`config.mk`:
```
export PLATFORM = sky130hd
export DESIGN_NAME = coh_l1_top
export DESIGN_NICKNAME = d
export VERILOG_FILES = /design/src/coh_l1_pkg.sv /design/src/coh_beat_counter.sv /design/src/coh_credit_fifo.sv /design/src/coh_ctrl_fsm.sv /design/src/coh_l1_top.sv /design/src/coh_line_store.sv
export VERILOG_INCLUDE_DIRS = /design/src /design/src/src
export SDC_FILE = /design/constraint.sdc
export NUM_CORES = 1
export LEC_CHECK = 0
export ABC_AREA = 0
export BUFFER_PORTS_ARGS = -buffer_cell sky130_fd_sc_hd__clkbuf_2
export CELL_PAD_IN_SITES_DETAIL_PLACEMENT = 0
export CELL_PAD_IN_SITES_GLOBAL_PLACEMENT = 1
export CORE_MARGIN = 1.5
export CORE_UTILIZATION = 52
export DETAILED_ROUTE_END_ITERATION = 6
export HOLD_SLACK_MARGIN = 0.02
export PLACE_DENSITY = 0.81
export SLEW_MARGIN = 20
export SYNTH_ARGS = -nofsm -noshare
export SYNTH_HDL_FRONTEND = slang
export SYNTH_SLANG_ARGS = --single-unit
export TNS_END_PERCENT = 5
```
`constraint.sdc`:
```
create_clock -name CLK -period 13.4 [get_ports CLK]
set_input_delay 1.34 -clock CLK [delete_from_list [all_inputs] [get_ports CLK]]
set_output_delay 1.34 -clock CLK [all_outputs]
set_load 0.03 [all_outputs]
```
`src/coh_l1_cfg.svh`:
```
`ifndef COH_L1_CFG_SVH
`define COH_L1_CFG_SVH

// Cache geometry, any power of two
`define COH_LINES 4
`define COH_Q_DEPTH 2         // Entries per request queue, also the credits after reset
`define COH_ADDR_W 32         // Byte address width
`define COH_TIMEOUT_PER_OP 64 // Testbench cycles allowed per stim line

// Derived widths, 64-bit block so 3 offset bits
`define COH_IDX_W ($clog2(`COH_LINES))
`define COH_TAG_W (`COH_ADDR_W - 3 - `COH_IDX_W)

`endif

```
`src/coh_l1_pkg.sv`:
```
`include "coh_l1_cfg.svh"

package coh_l1_pkg;

    // Line coherence state
    typedef enum logic [1:0] {
        MESI_I = 2'd0,
        MESI_S = 2'd1,
        MESI_E = 2'd2,
        MESI_M = 2'd3
    } mesi_t;

    typedef enum logic [1:0] {
        BUS_RD   = 2'd0, // Read, others may keep a copy
        BUS_RDX  = 2'd1, // Read for ownership
        BUS_UPGR = 2'd2  // Invalidate others, no data
    } bus_op_t;

    typedef struct packed {
        logic                   write;
        logic [`COH_ADDR_W-1:0] addr;  // Byte address, bit 2 picks the word
        logic [31:0]            wdata;
    } proc_req_t;

    typedef struct packed {
        logic [31:0] rdata;
        mesi_t       state; // Line state after the operation
        logic        miss;
    } proc_resp_t;

    typedef struct packed {
        bus_op_t                op;
        logic [`COH_ADDR_W-1:0] addr; // Block aligned
    } bus_req_t;

    typedef struct packed {
        logic        shared;     // Another cache keeps a copy
        logic        from_cache; // Data below is valid, no L2 beats follow
        logic [63:0] data;
    } bus_gnt_t;

    typedef struct packed {
        bus_op_t                op;
        logic [`COH_ADDR_W-1:0] addr;
    } snoop_req_t;

    typedef struct packed {
        logic        hit;
        logic        dirty; // Data supplied from a modified line
        logic [63:0] data;
    } snoop_resp_t;

    typedef struct packed {
        logic [31:0] data;
        logic        high; // Upper half of the block
    } l2_beat_t;

endpackage

```
`src/coh_beat_counter.sv`:
```
`timescale 1ns/1ps

module coh_beat_counter (
    input  logic CLK,
    input  logic reset,
    input  logic start, // New fill or writeback, back to the low half
    input  logic step,  // Current beat taken
    output logic beat,  // 0 low half, 1 high half
    output logic last   // Second step of the pair
);

    assign last = step && beat;

    // Wraps to the low half after the second step
    always_ff @(posedge CLK) begin
        if (reset)
            beat <= 1'b0;
        else if (start)
            beat <= 1'b0;
        else if (step)
            beat <= ~beat;
    end

endmodule

```
`src/coh_credit_fifo.sv`:
```
`timescale 1ns/1ps
`include "coh_l1_cfg.svh"

module coh_credit_fifo import coh_l1_pkg::*; #(
    parameter type payload_t = proc_req_t
) (
    input  logic     CLK,
    input  logic     reset,
    input  logic     push,      // Sender only pushes while it holds a credit
    input  payload_t push_data,
    input  logic     pop,
    output payload_t head,
    output logic     not_empty,
    output logic     credit     // One pulse per entry popped
);

    localparam int DEPTH = `COH_Q_DEPTH;
    localparam int PTR_W = (DEPTH > 1) ? $clog2(DEPTH) : 1;

    payload_t                   mem [DEPTH];
    logic [PTR_W-1:0]           rd_ptr;
    logic [PTR_W-1:0]           wr_ptr;
    logic [$clog2(DEPTH+1)-1:0] count;
    logic                       pop_ok;

    // Wrap at DEPTH, also for depths that are not a power of two
    function automatic logic [PTR_W-1:0] next_ptr(input logic [PTR_W-1:0] p);
        return (p == PTR_W'(DEPTH - 1)) ? '0 : p + 1'b1;
    endfunction

    assign not_empty = (count != '0);
    assign pop_ok    = pop && not_empty; // Pop of an empty queue is ignored
    assign credit    = pop_ok;           // Same cycle as the pop
    assign head      = mem[rd_ptr];

    always_ff @(posedge CLK) begin
        if (reset) begin
            rd_ptr <= '0;
            wr_ptr <= '0;
            count  <= '0;
        end else begin
            if (push)
                wr_ptr <= next_ptr(wr_ptr);
            if (pop_ok)
                rd_ptr <= next_ptr(rd_ptr);
            case ({push, pop_ok})
                2'b10:   count <= count + 1'b1;
                2'b01:   count <= count - 1'b1;
                default: count <= count;       // Both or neither
            endcase
        end
    end

    // Entry storage
    always_ff @(posedge CLK) begin
        if (push)
            mem[wr_ptr] <= push_data;
    end

endmodule

```
`src/coh_ctrl_fsm.sv`:
```
`timescale 1ns/1ps
`include "coh_l1_cfg.svh"

module coh_ctrl_fsm import coh_l1_pkg::*; (
    input  logic                  CLK,
    input  logic                  reset,
    input  proc_req_t             proc_head,
    input  logic                  proc_pending,
    output logic                  proc_pop,
    input  snoop_req_t            snoop_head,
    input  logic                  snoop_pending,
    output logic                  snoop_pop,
    output logic [`COH_IDX_W-1:0] index,
    input  logic [`COH_TAG_W-1:0] tag,
    input  mesi_t                 state,
    input  logic [63:0]           data,
    output logic                  wr,
    output logic [`COH_TAG_W-1:0] wr_tag,
    output mesi_t                 wr_state,
    output logic [63:0]           wr_data,
    output logic                  beat_start,
    output logic                  beat_step,
    input  logic                  beat,
    input  logic                  last,
    output logic                  bus_req_valid,
    output bus_req_t              bus_req,
    input  logic                  bus_gnt_valid,
    input  bus_gnt_t              bus_gnt,
    input  logic                  l2_fill_valid,
    input  l2_beat_t              l2_fill,
    output logic                  l2_wb_valid,
    output l2_beat_t              l2_wb,
    input  logic                  l2_wb_ready,
    output logic                  proc_resp_valid,
    output proc_resp_t            proc_resp,
    output logic                  snoop_resp_valid,
    output snoop_resp_t           snoop_resp
);

    typedef enum logic [2:0] {
        IDLE, LOOKUP, WRITEBACK, BUS_WAIT, FILL, RESPOND
    } ctrl_state_t;

    ctrl_state_t           cs;
    ctrl_state_t           ns;
    proc_req_t             req_q;    // Processor request in service
    snoop_req_t            snp_q;    // Snoop in service
    logic                  is_snoop;
    logic [63:0]           blk_q;    // Victim, then fill or upgrade block
    logic                  shared_q; // Grant shared flag
    logic                  miss_q;
    bus_op_t               op_q;
    logic [`COH_ADDR_W-1:0] cur_addr;
    logic [`COH_TAG_W-1:0] cur_tag;
    logic                  hit;
    logic [63:0]           merged;   // Fill block with the write word applied

    function automatic logic [31:0] pick_word(input logic [63:0] blk, input logic hi);
        return hi ? blk[63:32] : blk[31:0];
    endfunction

    function automatic logic [63:0] merge_word(input logic [63:0] blk, input logic hi,
                                               input logic [31:0] w);
        logic [63:0] r;
        r = blk;
        if (hi)
            r[63:32] = w;
        else
            r[31:0] = w;
        return r;
    endfunction

    assign cur_addr = is_snoop ? snp_q.addr : req_q.addr;
    assign cur_tag  = cur_addr[`COH_ADDR_W-1 -: `COH_TAG_W];
    assign index    = cur_addr[3 +: `COH_IDX_W];
    assign hit      = (state != MESI_I) && (tag == cur_tag);
    assign merged   = req_q.write ? merge_word(blk_q, req_q.addr[2], req_q.wdata) : blk_q;

    always_ff @(posedge CLK) begin
        if (reset) begin
            cs       <= IDLE;
            is_snoop <= 1'b0;
        end else begin
            cs <= ns;
            if (snoop_pop)
                is_snoop <= 1'b1;
            else if (proc_pop)
                is_snoop <= 1'b0;
        end
    end

    // Request and block registers
    always_ff @(posedge CLK) begin
        if (snoop_pop)
            snp_q <= snoop_head;
        if (proc_pop)
            req_q <= proc_head;
        if (cs == LOOKUP && !is_snoop) begin
            blk_q  <= data;   // Victim for writeback, or the line for an upgrade
            miss_q <= !hit;
            op_q   <= hit ? BUS_UPGR : (req_q.write ? BUS_RDX : BUS_RD);
        end
        if (cs == BUS_WAIT && bus_gnt_valid) begin
            shared_q <= bus_gnt.shared;
            if (bus_gnt.from_cache && op_q != BUS_UPGR)
                blk_q <= bus_gnt.data; // Cache-to-cache fill
        end
        if (cs == FILL && l2_fill_valid) begin
            if (l2_fill.high)
                blk_q[63:32] <= l2_fill.data;
            else
                blk_q[31:0] <= l2_fill.data;
        end
    end

    always_comb begin
        ns               = cs;
        proc_pop         = 1'b0;
        snoop_pop        = 1'b0;
        wr               = 1'b0;
        wr_tag           = cur_tag;
        wr_state         = state;
        wr_data          = data;
        beat_start       = 1'b0;
        beat_step        = 1'b0;
        bus_req_valid    = 1'b0;
        bus_req.op       = op_q;
        bus_req.addr     = {cur_addr[`COH_ADDR_W-1:3], 3'b000};
        l2_wb_valid      = 1'b0;
        l2_wb.data       = pick_word(blk_q, beat); // Low half first
        l2_wb.high       = beat;
        proc_resp_valid  = 1'b0;
        proc_resp.rdata  = req_q.write ? req_q.wdata : pick_word(data, req_q.addr[2]);
        proc_resp.state  = state;
        proc_resp.miss   = 1'b0;
        snoop_resp_valid = 1'b0;
        snoop_resp.hit   = hit;
        snoop_resp.dirty = hit && (state == MESI_M);
        snoop_resp.data  = hit ? data : 64'd0;
        case (cs)
            IDLE: begin
                if (snoop_pending) begin // Snoops go first
                    snoop_pop = 1'b1;
                    ns        = LOOKUP;
                end else if (proc_pending) begin
                    proc_pop = 1'b1;
                    ns       = LOOKUP;
                end
            end
            LOOKUP: begin
                if (is_snoop) begin
                    snoop_resp_valid = 1'b1;
                    wr               = hit;
                    wr_state         = (snp_q.op == BUS_RD) ? MESI_S : MESI_I;
                    ns               = IDLE;
                end else if (hit && (!req_q.write || state != MESI_S)) begin
                    proc_resp_valid = 1'b1; // Hit, no bus traffic
                    if (req_q.write) begin
                        wr              = 1'b1;
                        wr_state        = MESI_M;
                        wr_data         = merge_word(data, req_q.addr[2], req_q.wdata);
                        proc_resp.state = MESI_M;
                    end
                    ns = IDLE;
                end else if (!hit && state == MESI_M) begin
                    beat_start = 1'b1; // Dirty victim goes out first
                    ns         = WRITEBACK;
                end else begin
                    ns = BUS_WAIT;     // Clean miss or upgrade
                end
            end
            WRITEBACK: begin
                l2_wb_valid = 1'b1;
                if (l2_wb_ready) begin
                    beat_step = 1'b1;
                    if (last)
                        ns = BUS_WAIT;
                end
            end
            BUS_WAIT: begin
                bus_req_valid = 1'b1; // Held until granted
                if (bus_gnt_valid) begin
                    if (op_q == BUS_UPGR || bus_gnt.from_cache) begin
                        ns = RESPOND;
                    end else begin
                        beat_start = 1'b1;
                        ns         = FILL;
                    end
                end
            end
            FILL: begin
                if (l2_fill_valid) begin
                    beat_step = 1'b1;
                    if (last)
                        ns = RESPOND;
                end
            end
            RESPOND: begin
                wr               = 1'b1;
                wr_data          = merged;
                wr_state         = req_q.write ? MESI_M : (shared_q ? MESI_S : MESI_E);
                proc_resp_valid  = 1'b1;
                proc_resp.rdata  = pick_word(merged, req_q.addr[2]);
                proc_resp.state  = req_q.write ? MESI_M : (shared_q ? MESI_S : MESI_E);
                proc_resp.miss   = miss_q;
                ns               = IDLE;
            end
            default: ns = IDLE;
        endcase
    end

endmodule

```
`src/coh_l1_top.sv`:
```
`timescale 1ns/1ps
`include "coh_l1_cfg.svh"

module coh_l1_top import coh_l1_pkg::*; (
    input  logic        CLK,
    input  logic        reset,
    input  logic        proc_req_valid,
    input  proc_req_t   proc_req,
    output logic        proc_credit,
    output logic        proc_resp_valid,
    output proc_resp_t  proc_resp,
    input  logic        snoop_valid,
    input  snoop_req_t  snoop,
    output logic        snoop_credit,
    output logic        snoop_resp_valid,
    output snoop_resp_t snoop_resp,
    output logic        bus_req_valid,
    output bus_req_t    bus_req,
    input  logic        bus_gnt_valid,
    input  bus_gnt_t    bus_gnt,
    input  logic        l2_fill_valid,
    input  l2_beat_t    l2_fill,
    output logic        l2_wb_valid,
    output l2_beat_t    l2_wb,
    input  logic        l2_wb_ready
);

    proc_req_t             proc_head;
    logic                  proc_pending;
    logic                  proc_pop;
    snoop_req_t            snoop_head;
    logic                  snoop_pending;
    logic                  snoop_pop;
    logic [`COH_IDX_W-1:0] index;
    logic [`COH_TAG_W-1:0] tag;
    mesi_t                 state;
    logic [63:0]           data;
    logic                  wr;
    logic [`COH_TAG_W-1:0] wr_tag;
    mesi_t                 wr_state;
    logic [63:0]           wr_data;
    logic                  beat_start;
    logic                  beat_step;
    logic                  beat;
    logic                  last;

    // Processor request queue
    coh_credit_fifo #(.payload_t(proc_req_t)) u_proc_q (
        .CLK(CLK), .reset(reset),
        .push(proc_req_valid), .push_data(proc_req),
        .pop(proc_pop), .head(proc_head), .not_empty(proc_pending),
        .credit(proc_credit)
    );

    // Snoop queue, same credit scheme
    coh_credit_fifo #(.payload_t(snoop_req_t)) u_snoop_q (
        .CLK(CLK), .reset(reset),
        .push(snoop_valid), .push_data(snoop),
        .pop(snoop_pop), .head(snoop_head), .not_empty(snoop_pending),
        .credit(snoop_credit)
    );

    coh_line_store u_store (
        .CLK(CLK), .reset(reset), .index(index),
        .tag(tag), .state(state), .data(data),
        .wr(wr), .wr_tag(wr_tag), .wr_state(wr_state), .wr_data(wr_data)
    );

    // Shared by fill and writeback
    coh_beat_counter u_beats (
        .CLK(CLK), .reset(reset), .start(beat_start), .step(beat_step),
        .beat(beat), .last(last)
    );

    coh_ctrl_fsm u_ctrl (
        .CLK(CLK), .reset(reset),
        .proc_head(proc_head), .proc_pending(proc_pending), .proc_pop(proc_pop),
        .snoop_head(snoop_head), .snoop_pending(snoop_pending), .snoop_pop(snoop_pop),
        .index(index), .tag(tag), .state(state), .data(data),
        .wr(wr), .wr_tag(wr_tag), .wr_state(wr_state), .wr_data(wr_data),
        .beat_start(beat_start), .beat_step(beat_step), .beat(beat), .last(last),
        .bus_req_valid(bus_req_valid), .bus_req(bus_req),
        .bus_gnt_valid(bus_gnt_valid), .bus_gnt(bus_gnt),
        .l2_fill_valid(l2_fill_valid), .l2_fill(l2_fill),
        .l2_wb_valid(l2_wb_valid), .l2_wb(l2_wb), .l2_wb_ready(l2_wb_ready),
        .proc_resp_valid(proc_resp_valid), .proc_resp(proc_resp),
        .snoop_resp_valid(snoop_resp_valid), .snoop_resp(snoop_resp)
    );

endmodule

```
`src/coh_line_store.sv`:
```
`timescale 1ns/1ps
`include "coh_l1_cfg.svh"

module coh_line_store import coh_l1_pkg::*; (
    input  logic                  CLK,
    input  logic                  reset,
    input  logic [`COH_IDX_W-1:0] index,    // Shared by lookup and write
    output logic [`COH_TAG_W-1:0] tag,
    output mesi_t                 state,
    output logic [63:0]           data,
    input  logic                  wr,
    input  logic [`COH_TAG_W-1:0] wr_tag,
    input  mesi_t                 wr_state,
    input  logic [63:0]           wr_data
);

    logic [`COH_TAG_W-1:0] tag_mem   [`COH_LINES];
    mesi_t                 state_mem [`COH_LINES];
    logic [63:0]           data_mem  [`COH_LINES];

    // Combinational lookup of the indexed line
    assign tag   = tag_mem[index];
    assign state = state_mem[index];
    assign data  = data_mem[index];

    // All lines start invalid
    always_ff @(posedge CLK) begin
        if (reset) begin
            for (int i = 0; i < `COH_LINES; i++)
                state_mem[i] <= MESI_I;
        end else if (wr) begin
            state_mem[index] <= wr_state;
        end
    end

    always_ff @(posedge CLK) begin
        if (wr) begin
            tag_mem[index]  <= wr_tag;
            data_mem[index] <= wr_data;
        end
    end

endmodule

```
==> reports/metrics.cfg <==
[clocking]
clkTransAtPathRegs_ns = 0.06
cts_sinks = 735
cts_setup_buffers = 0
cts_buffers = 77
cts-root-buf = clkbuf_16
cts_tree = yes
hold_buffers = 0
ctsResizeCount = 0
clock_latency_ns = 0.63
cts_max_level = 3
cts_buffer_depth = 3

[pwr]
finalPower_mw = 8.627
leakagePower_nw = 13.42
peakVddDrop_v = 0.0001267
powerDensity_nw_per_um2 = 232.8

[timing]
rsz0062_at_grt = false
finClkSkew_ns = 0.01883
slew_headroom = 0.2471
hold_viol = 0
tns_ns = 0
min_period_ns = 6.813
setup_viol = 0
worst_pin_slew_ns = 1.129
fmax_ghz = 0.1468
slew_violations = 0
min_period_over_period = 0.5084

[drt]
first_pass_iters = 5
num_vias = 21239
wirelength_mm = 84.72
drc = 0
wl_per_cell_um = 24.03
ant_nets = 0
drt_iter0_drc = 1766
vias_per_cell = 6.024

[logic_synthesis]
synth_cell_types = 58
yosys.area.top_type = edfxtp_1
syn_inst = 2363
synth_top_family_by_area = multiplexers
yosysTopAreaCellShare = 0.6184
synth-seq-area-share = 0.6667
synthMuxAreaShare = 0.1139
synth-main-ff-cell = edfxtp_1
synth-compound-area-share = 0.07546
netlist_area_sq_um = 31950
synthArstFlopShare = 0
synth-xor-area-share = 0.01261
yosys-top-cells-area = edfxtp_1, mux2_2, dfxtp_1
yosysWarnings = 0
syn_area_per_cell_sq_um = 13.52
synth_edf_count = 658
yosys.area_share.simple = 0.1060
ys_ff_latch = 735
synth_fa_ha_area_frac = 0.0007832

[global_routing]
grt_first_pass_wirelength_mm = 127.3
grt-ovfl-total = 0
first_global_vias = 21618
grt_max_degree = 95
track_usage = 0.2676
antenna_found_initial = 4

[setup_path]
crit_chain = buf_4, nor3b_2, or2_2, a22oi_1, nand3_1, xor2_1, or4_1, or4_4, inv_2, buf_4, and2_1, clkbuf_2
slowest_stage = nor3b_2
startpoint_type = flop
path_class = reg -> out
end_kind = output port
max_stage_delay_ns = 0.86
crit_fanout = 61
reg2reg_slack_ns = 7.28
cp_common_cell = buf_4
worstPathRequired_ns = 12.06
arrival_ns = 5.47

[placement]
place_hpwl_mm = 51.44
port_buffers = 370
place.gp.congestion = 0.8241

[flow_run]
maxCapViolations = 0

[finish]
layout_common_cells = edfxtp_1, clkbuf_2, nand2_1, mux2_2, o21ai_0
nets = 2889
layout-drive-gt1-share = 0.2999
final_common_cell = edfxtp_1
syn2layout_area_growth_pct = 16.00
postLayoutCoreUtil = 0.6118

[floorplan]
die_x_um = 250.9
rows = 90
initial_utilization = 0.5274
dieArea_sq_um = 62940
die_h_um = 250.9
io_pins = 379
core_sq_um = 60580

[status]
status = finished clean

[min_path]
hp-class = reg -> reg

## critical path: cells and delay by family (launching register included)
family                 cells  cell delay [ns]
buffers and inverters      4             1.53
flip-flops                 1             0.37
AND/OR/NAND/NOR            6             2.68
XOR/XNOR                   1             0.07
AO/OA/AOI/OAI              1             0.12
## registers in the layout, summed over array words and instances, names as in the netlist, 3 cells and up
name,cells
u_store.data_mem,256
u_proc_q.mem,126
u_store.tag_mem,108
u_ctrl.blk_q,64
u_ctrl.req_q,63
u_snoop_q.mem,62
u_ctrl.snp_q,31
u_store.state_mem,8
u_ctrl.cs,3
## cell families (layout without fill, tap and decap cells)
family / after synthesis / count (layout)
DFF: 735 / 735
and+or+nand+nor: 717 / 717
AOI/OAI and AO/OA: 365 / 365
muxes: 301 / 301
buffers and inverters: 196 / 572
xor gates and xnor gates: 46 / 46
adders and majority gates: 2 / 2
other: 1 / 6
## per-layer routing
layer  global-route usage  up-vias  wire length, um
met1               0.3670    10723            35620
met3              0.04328      124             6150
met4              0.09260        4             2051
met2               0.4367      886            40870
met5                    0        -               25
li1                     -     9502                -
## cell type report
type                       count  area, sq um
antenna                        3        7.507
clock buffer                  94         2032
clock inverter                44        400.4
fill                        4677        23520
inverter                      24        92.59
multi-input combinational   1434        10060
sequential                   735        21310
tap                          782        978.4
timing repair buffer         410         2185
## synth_stat cells (all sizes together) (5+ instances only)
| library cell | instances |
|---|---|
| a22oi | 6 |
| nand3 | 10 |
| a31oi | 66 |
| xor2 | 11 |
| inv | 24 |
| dfxtp | 77 |
| nand4 | 16 |
| mux4 | 32 |
| or3 | 67 |
| xnor2 | 35 |
| nor2 | 101 |
| nor2b | 7 |
| nor3 | 8 |
| nand2 | 344 |
| mux2i | 99 |
| edfxtp | 658 |
| nor4 | 5 |
| mux2 | 170 |
| o221a | 64 |
| and3 | 71 |
| buf | 38 |
| nor3b | 7 |
| o21ai | 131 |
| a21oi | 75 |
| clkbuf | 134 |
| and2 | 70 |
## per-stage QoR
step	hold WS [ns]	instance area, sq um	setup WS, ns	instances
2_1_floorplan	0.4585	31960	5.796	2365
3_3_place_gp	0.4678	34570	7.272	3383
3_5_place_dp	0.4988	34590	7.276	3384
4_1_cts	0.5071	37030	6.583	3522
5_1_grt	0.5508	37060	6.240	3525
6_report	0.5253	37060	6.587	3526
## final timing paths
check | cells after the start | from | to
worst min register to register | 2 | u_proc_q.count[1]$_SDFFE_PP0P_ | u_proc_q.count[1]$_SDFFE_PP0P_
worst max-delay path | 12 | u_ctrl.is_snoop$_SDFFE_PP0P_ | snoop_resp[7]
worst max register to register | 12 | u_ctrl.is_snoop$_SDFFE_PP0P_ | u_store.data_mem[0][46]$_DFFE_PP_
worst min-delay path | 2 | u_proc_q.count[1]$_SDFFE_PP0P_ | u_proc_q.count[1]$_SDFFE_PP0P_
## power by group
part           switching [mW]  internal [mW]  total, mW
combinational            2.10           1.18       3.28
sequential              0.232           3.05       3.28
clock                   0.884           1.18       2.07
Power figures use the tool's default switching activity.
